`src/source/sched_pkg.sv`:
```
package sched_pkg;

  // physical register tag and commit id widths
  localparam int RNID_W     = 6;
  localparam int CMT_ID_W   = 5;
  localparam int WR_BUS_NUM = 2;

  localparam int OPC_W = 4;
  localparam int IDX_W = 8;  // covers the largest ENTRY_NUM

  typedef logic [RNID_W-1:0]   rnid_t;
  typedef logic [CMT_ID_W-1:0] cmt_id_t;

  // entry lifetime
  typedef enum logic [2:0] {
    ST_FREE        = 3'd0,
    ST_WAIT        = 3'd1,
    ST_ISSUED      = 3'd2,
    ST_DONE        = 3'd3,
    ST_WAIT_COMMIT = 3'd4
  } entry_state_t;

  // renamed instruction from dispatch, 29 bits
  typedef struct packed {
    cmt_id_t          cmt_id;
    rnid_t            rd_rnid;
    logic             rs1_valid;
    rnid_t            rs1_rnid;
    logic             rs2_valid;
    rnid_t            rs2_rnid;
    logic [OPC_W-1:0] opcode;
  } disp_t;

  // write-back broadcast
  typedef struct packed {
    logic  valid;
    rnid_t rd_rnid;
  } phy_wr_t;

  typedef struct packed {
    logic [IDX_W-1:0] index;
    cmt_id_t          cmt_id;
    rnid_t            rd_rnid;
    logic [OPC_W-1:0] opcode;
  } issue_t;

  // pipe-done report, index names the entry
  typedef struct packed {
    logic             valid;
    logic [IDX_W-1:0] index;
    logic             except_valid;
  } done_t;

  typedef struct packed {
    logic    valid;
    cmt_id_t cmt_id;
    logic    flush;
  } commit_t;

  // towards the reorder buffer
  typedef struct packed {
    logic    valid;
    cmt_id_t cmt_id;
    logic    except_valid;
  } complete_t;

endpackage

```
`src/source/sched_pick.sv`:
```
module sched_pick
  import sched_pkg::*;
#(
  parameter int ENTRY_NUM = 4
) (
  input  logic [ENTRY_NUM-1:0] i_ready,
  input  issue_t               i_entry_issue [ENTRY_NUM],
  input  logic [ENTRY_NUM-1:0] i_finish,
  input  cmt_id_t              i_cmt_id [ENTRY_NUM],
  input  logic [ENTRY_NUM-1:0] i_except_valid,
  output logic [ENTRY_NUM-1:0] o_picked,
  output logic                 o_issue_valid,
  output issue_t               o_issue,
  output complete_t            o_complete
);

  logic w_taken;

  // fixed priority, lowest ready index issues
  always_comb begin
    o_picked = '0;
    o_issue  = '0;
    w_taken  = 1'b0;
    for (int i = 0; i < ENTRY_NUM; i++) begin
      if (i_ready[i] && !w_taken) begin
        o_picked[i] = 1'b1;
        o_issue     = i_entry_issue[i];
        w_taken     = 1'b1;
      end
    end
  end

  assign o_issue_valid = w_taken;

  // commit ids are unique, so at most one entry finishes
  always_comb begin
    o_complete = '0;
    for (int i = 0; i < ENTRY_NUM; i++) begin
      if (i_finish[i]) begin
        o_complete.valid        = 1'b1;
        o_complete.cmt_id       = i_cmt_id[i];
        o_complete.except_valid = i_except_valid[i];
      end
    end
  end

endmodule

```
`config.mk`:
```
export PLATFORM = sky130hd
export DESIGN_NAME = sched_pick
export DESIGN_NICKNAME = d
export VERILOG_FILES = /design/src/source/sched_pkg.sv /design/src/source/sched_pick.sv
export SDC_FILE = /design/constraint.sdc
export NUM_CORES = 1
export LEC_CHECK = 0
export BUFFER_PORTS_ARGS = -buffer_cell sky130_fd_sc_hd__buf_2
export CORE_ASPECT_RATIO = 1.25
export CORE_MARGIN = 10
export CORE_UTILIZATION = 29
export DETAILED_ROUTE_END_ITERATION = 12
export PLACE_DENSITY = 0.9
export SETUP_SLACK_MARGIN = 0.4
export SLEW_MARGIN = 20
export SYNTH_ARGS = -nofsm -noshare
export SYNTH_HDL_FRONTEND = slang
export SYNTH_SLANG_ARGS = --single-unit
```
`constraint.sdc`:
```
create_clock -name vclk -period 3.2
set_input_delay 0.16 -clock vclk [all_inputs]
set_output_delay 0.16 -clock vclk [all_outputs]
set_load 0.05 [all_outputs]
```
==> impl_metrics.toml <==
[timing]
layout_worst_path_cycle_share_pct = 63.1
setup_ws_ns = 1.18
finalSetupViolations = 0
slew_violations = 0
holdWs_ns = 0.707
fin_crit_ns = 2.02
worst_slew_pin_slew_ns = 0.657
fin_setup_tns_ns = 0
hold_viol = 0
relSlewSlack_pct = 56.0
rsz0062_at_grt = "false"
max_freq_ghz = 0.495

[global_route]
grt_pass1_wl_um = 8240
grt_max_degree = 29
grt_pass1_vias = 1689
overflow = 0
antenna_found_initial = 0
grtUsageTotal_pct = 18.5

[pwr]
peakVddDrop_mv = 0.204
finalPower_mw = 0.349
p_leak_nw = 0.873
power_density_mw_per_mm2 = 220

[cells_and_area]
finalNonFillerCells = 322
clockBufferCount = 0
nFillCells = 269
final_nets = 414
fin_util_pct = 58.7
ff_latch_area_um2 = 0
synthToLayoutAreaGrowth_pct = 92.1
drive_gt1_share_pct = 57.3
antenna_cells = 0
design.seq.count = 0
final_cell_area_mm2 = 0.00159

[floorplan]
core_mm2 = 0.00271
io-pin-count = 159
dieArea_mm2 = 0.00540
fp.dieH_um = 79.7
start_util_pct = 30.6
num_rows = 21
die_w_um = 67.8

[placement]
pre_cts_slack_ns = 1.17
gp_congestion = 0.899
place_area_mm2 = 0.00159
post-place-cells = 322
io_buffers = 159

[setup_path]
critPathRequiredTime_ns = 3.04
crit_chain = "buf_2, nor4b_4, buf_4, nand2_1, o21ai_1, buf_2"
slowest_stage = "nor4b_4"
critPathLaunch = "i_ready[0]"
worst-path-buf-inv = 3
start_kind = "primary input"
end_kind = "primary output"
critPathMaxStageDelay_ns = 0.67
worstPathArrival_ns = 1.86
crit_family = "buffers and inverters"
crit_type = "primary input to primary output"
cp_common_cell = "buf_2"
worstPathMaxFanout = 28

[drt]
drtIter0Drc = 62
top_layer_used = "met4"
wl_met1_um = 1840
met3_length_um = 1010
avgRoutedWirePerCell_um = 17.3
routed_wirelength_um = 5560
num_vias = 1685
drtPass1Iterations = 5
ant_nets = 0
vias_per_cell = 5.23
drc = 0
wl_met2_um = 2610

[synthesis]
postSynthCellCount = 142
yosysTopAreaCell = "a221oi_1"
synthesis.nets = 266
syn_area_per_cell_um2 = 5.82
syn-cell-area_um2 = 827
ys_seq_area_share_pct = 0
ys_top_cells_by_count = "29 x nand2_1, 28 x a221oi_1, 23 x nor2_1"
synth.most_common_cell = "nand2_1"
synth_area_leaders = "a221oi_1 30%, nand2_1 13%, o21ai_1 11%"
yosys_warnings = 0
netlist.area_leader.share_pct = 29.7
ys_types = 18

[worst_hold_path]
worstHoldStart = "i_entry_issue[5]"
hold_class = "primary input to primary output"

[status]
outcome = "completed"

[clocking]
cts_hold_buf = 0
ctsResizeCount = 0
postCtsSetupBuffers = 0

[job]
maxCapViolations = 0
power by group:
part	switching (mW)	internal (mW)
combinational	0.231	0.118
sequential	0	0
clock	0	0
placed cells by master, fill, tap and decap left out:
cell type,netlist,layout
nand2_1,29,29
o31ai_1,5,5
o21ai_0,5,5
or3b_1,1,1
clkinv_4,1,1
a21oi_1,2,2
a221oi_1,28,28
buf_2,7,159
nor2_1,23,23
nor4b_4,1,1
o21ai_1,19,19
a22o_1,1,1
inv_1,1,1
or4_1,2,2
buf_4,1,4
nor2b_1,7,7
cells by family (layout without fill, tap and decap cells):
family / count (synthesis) / after routing / synth area share [%]
buf+inv: 19 / 165 / 14.4
simple gates: 63 / 63 / 34.6
compound gates: 60 / 60 / 51.0
layout make-up:
| class | instances | area (um^2) | share of cell area, % |
|---|---|---|---|
| multi-input cells | 123 | 708 | 44.6 |
| inverters | 2 | 12.5 | 0.787 |
| repair buffers | 163 | 826 | 52.0 |
| well taps | 34 | 42.5 | 2.68 |
worst paths after layout:
kind / to / slack [ns] / cells after the start
max: o_issue[14] / 1.18 / 6
min: o_issue[5] / 0.71 / 4
per-layer routing:
metal  GRT usage (%)  vias to the layer above
met2            32.7                      131
li1                -                      831
met3            11.1                        8
met1            18.0                      715
met4            3.09                        0
met5               0                        -
No activity file was read; power rests on OpenSTA's default activity.
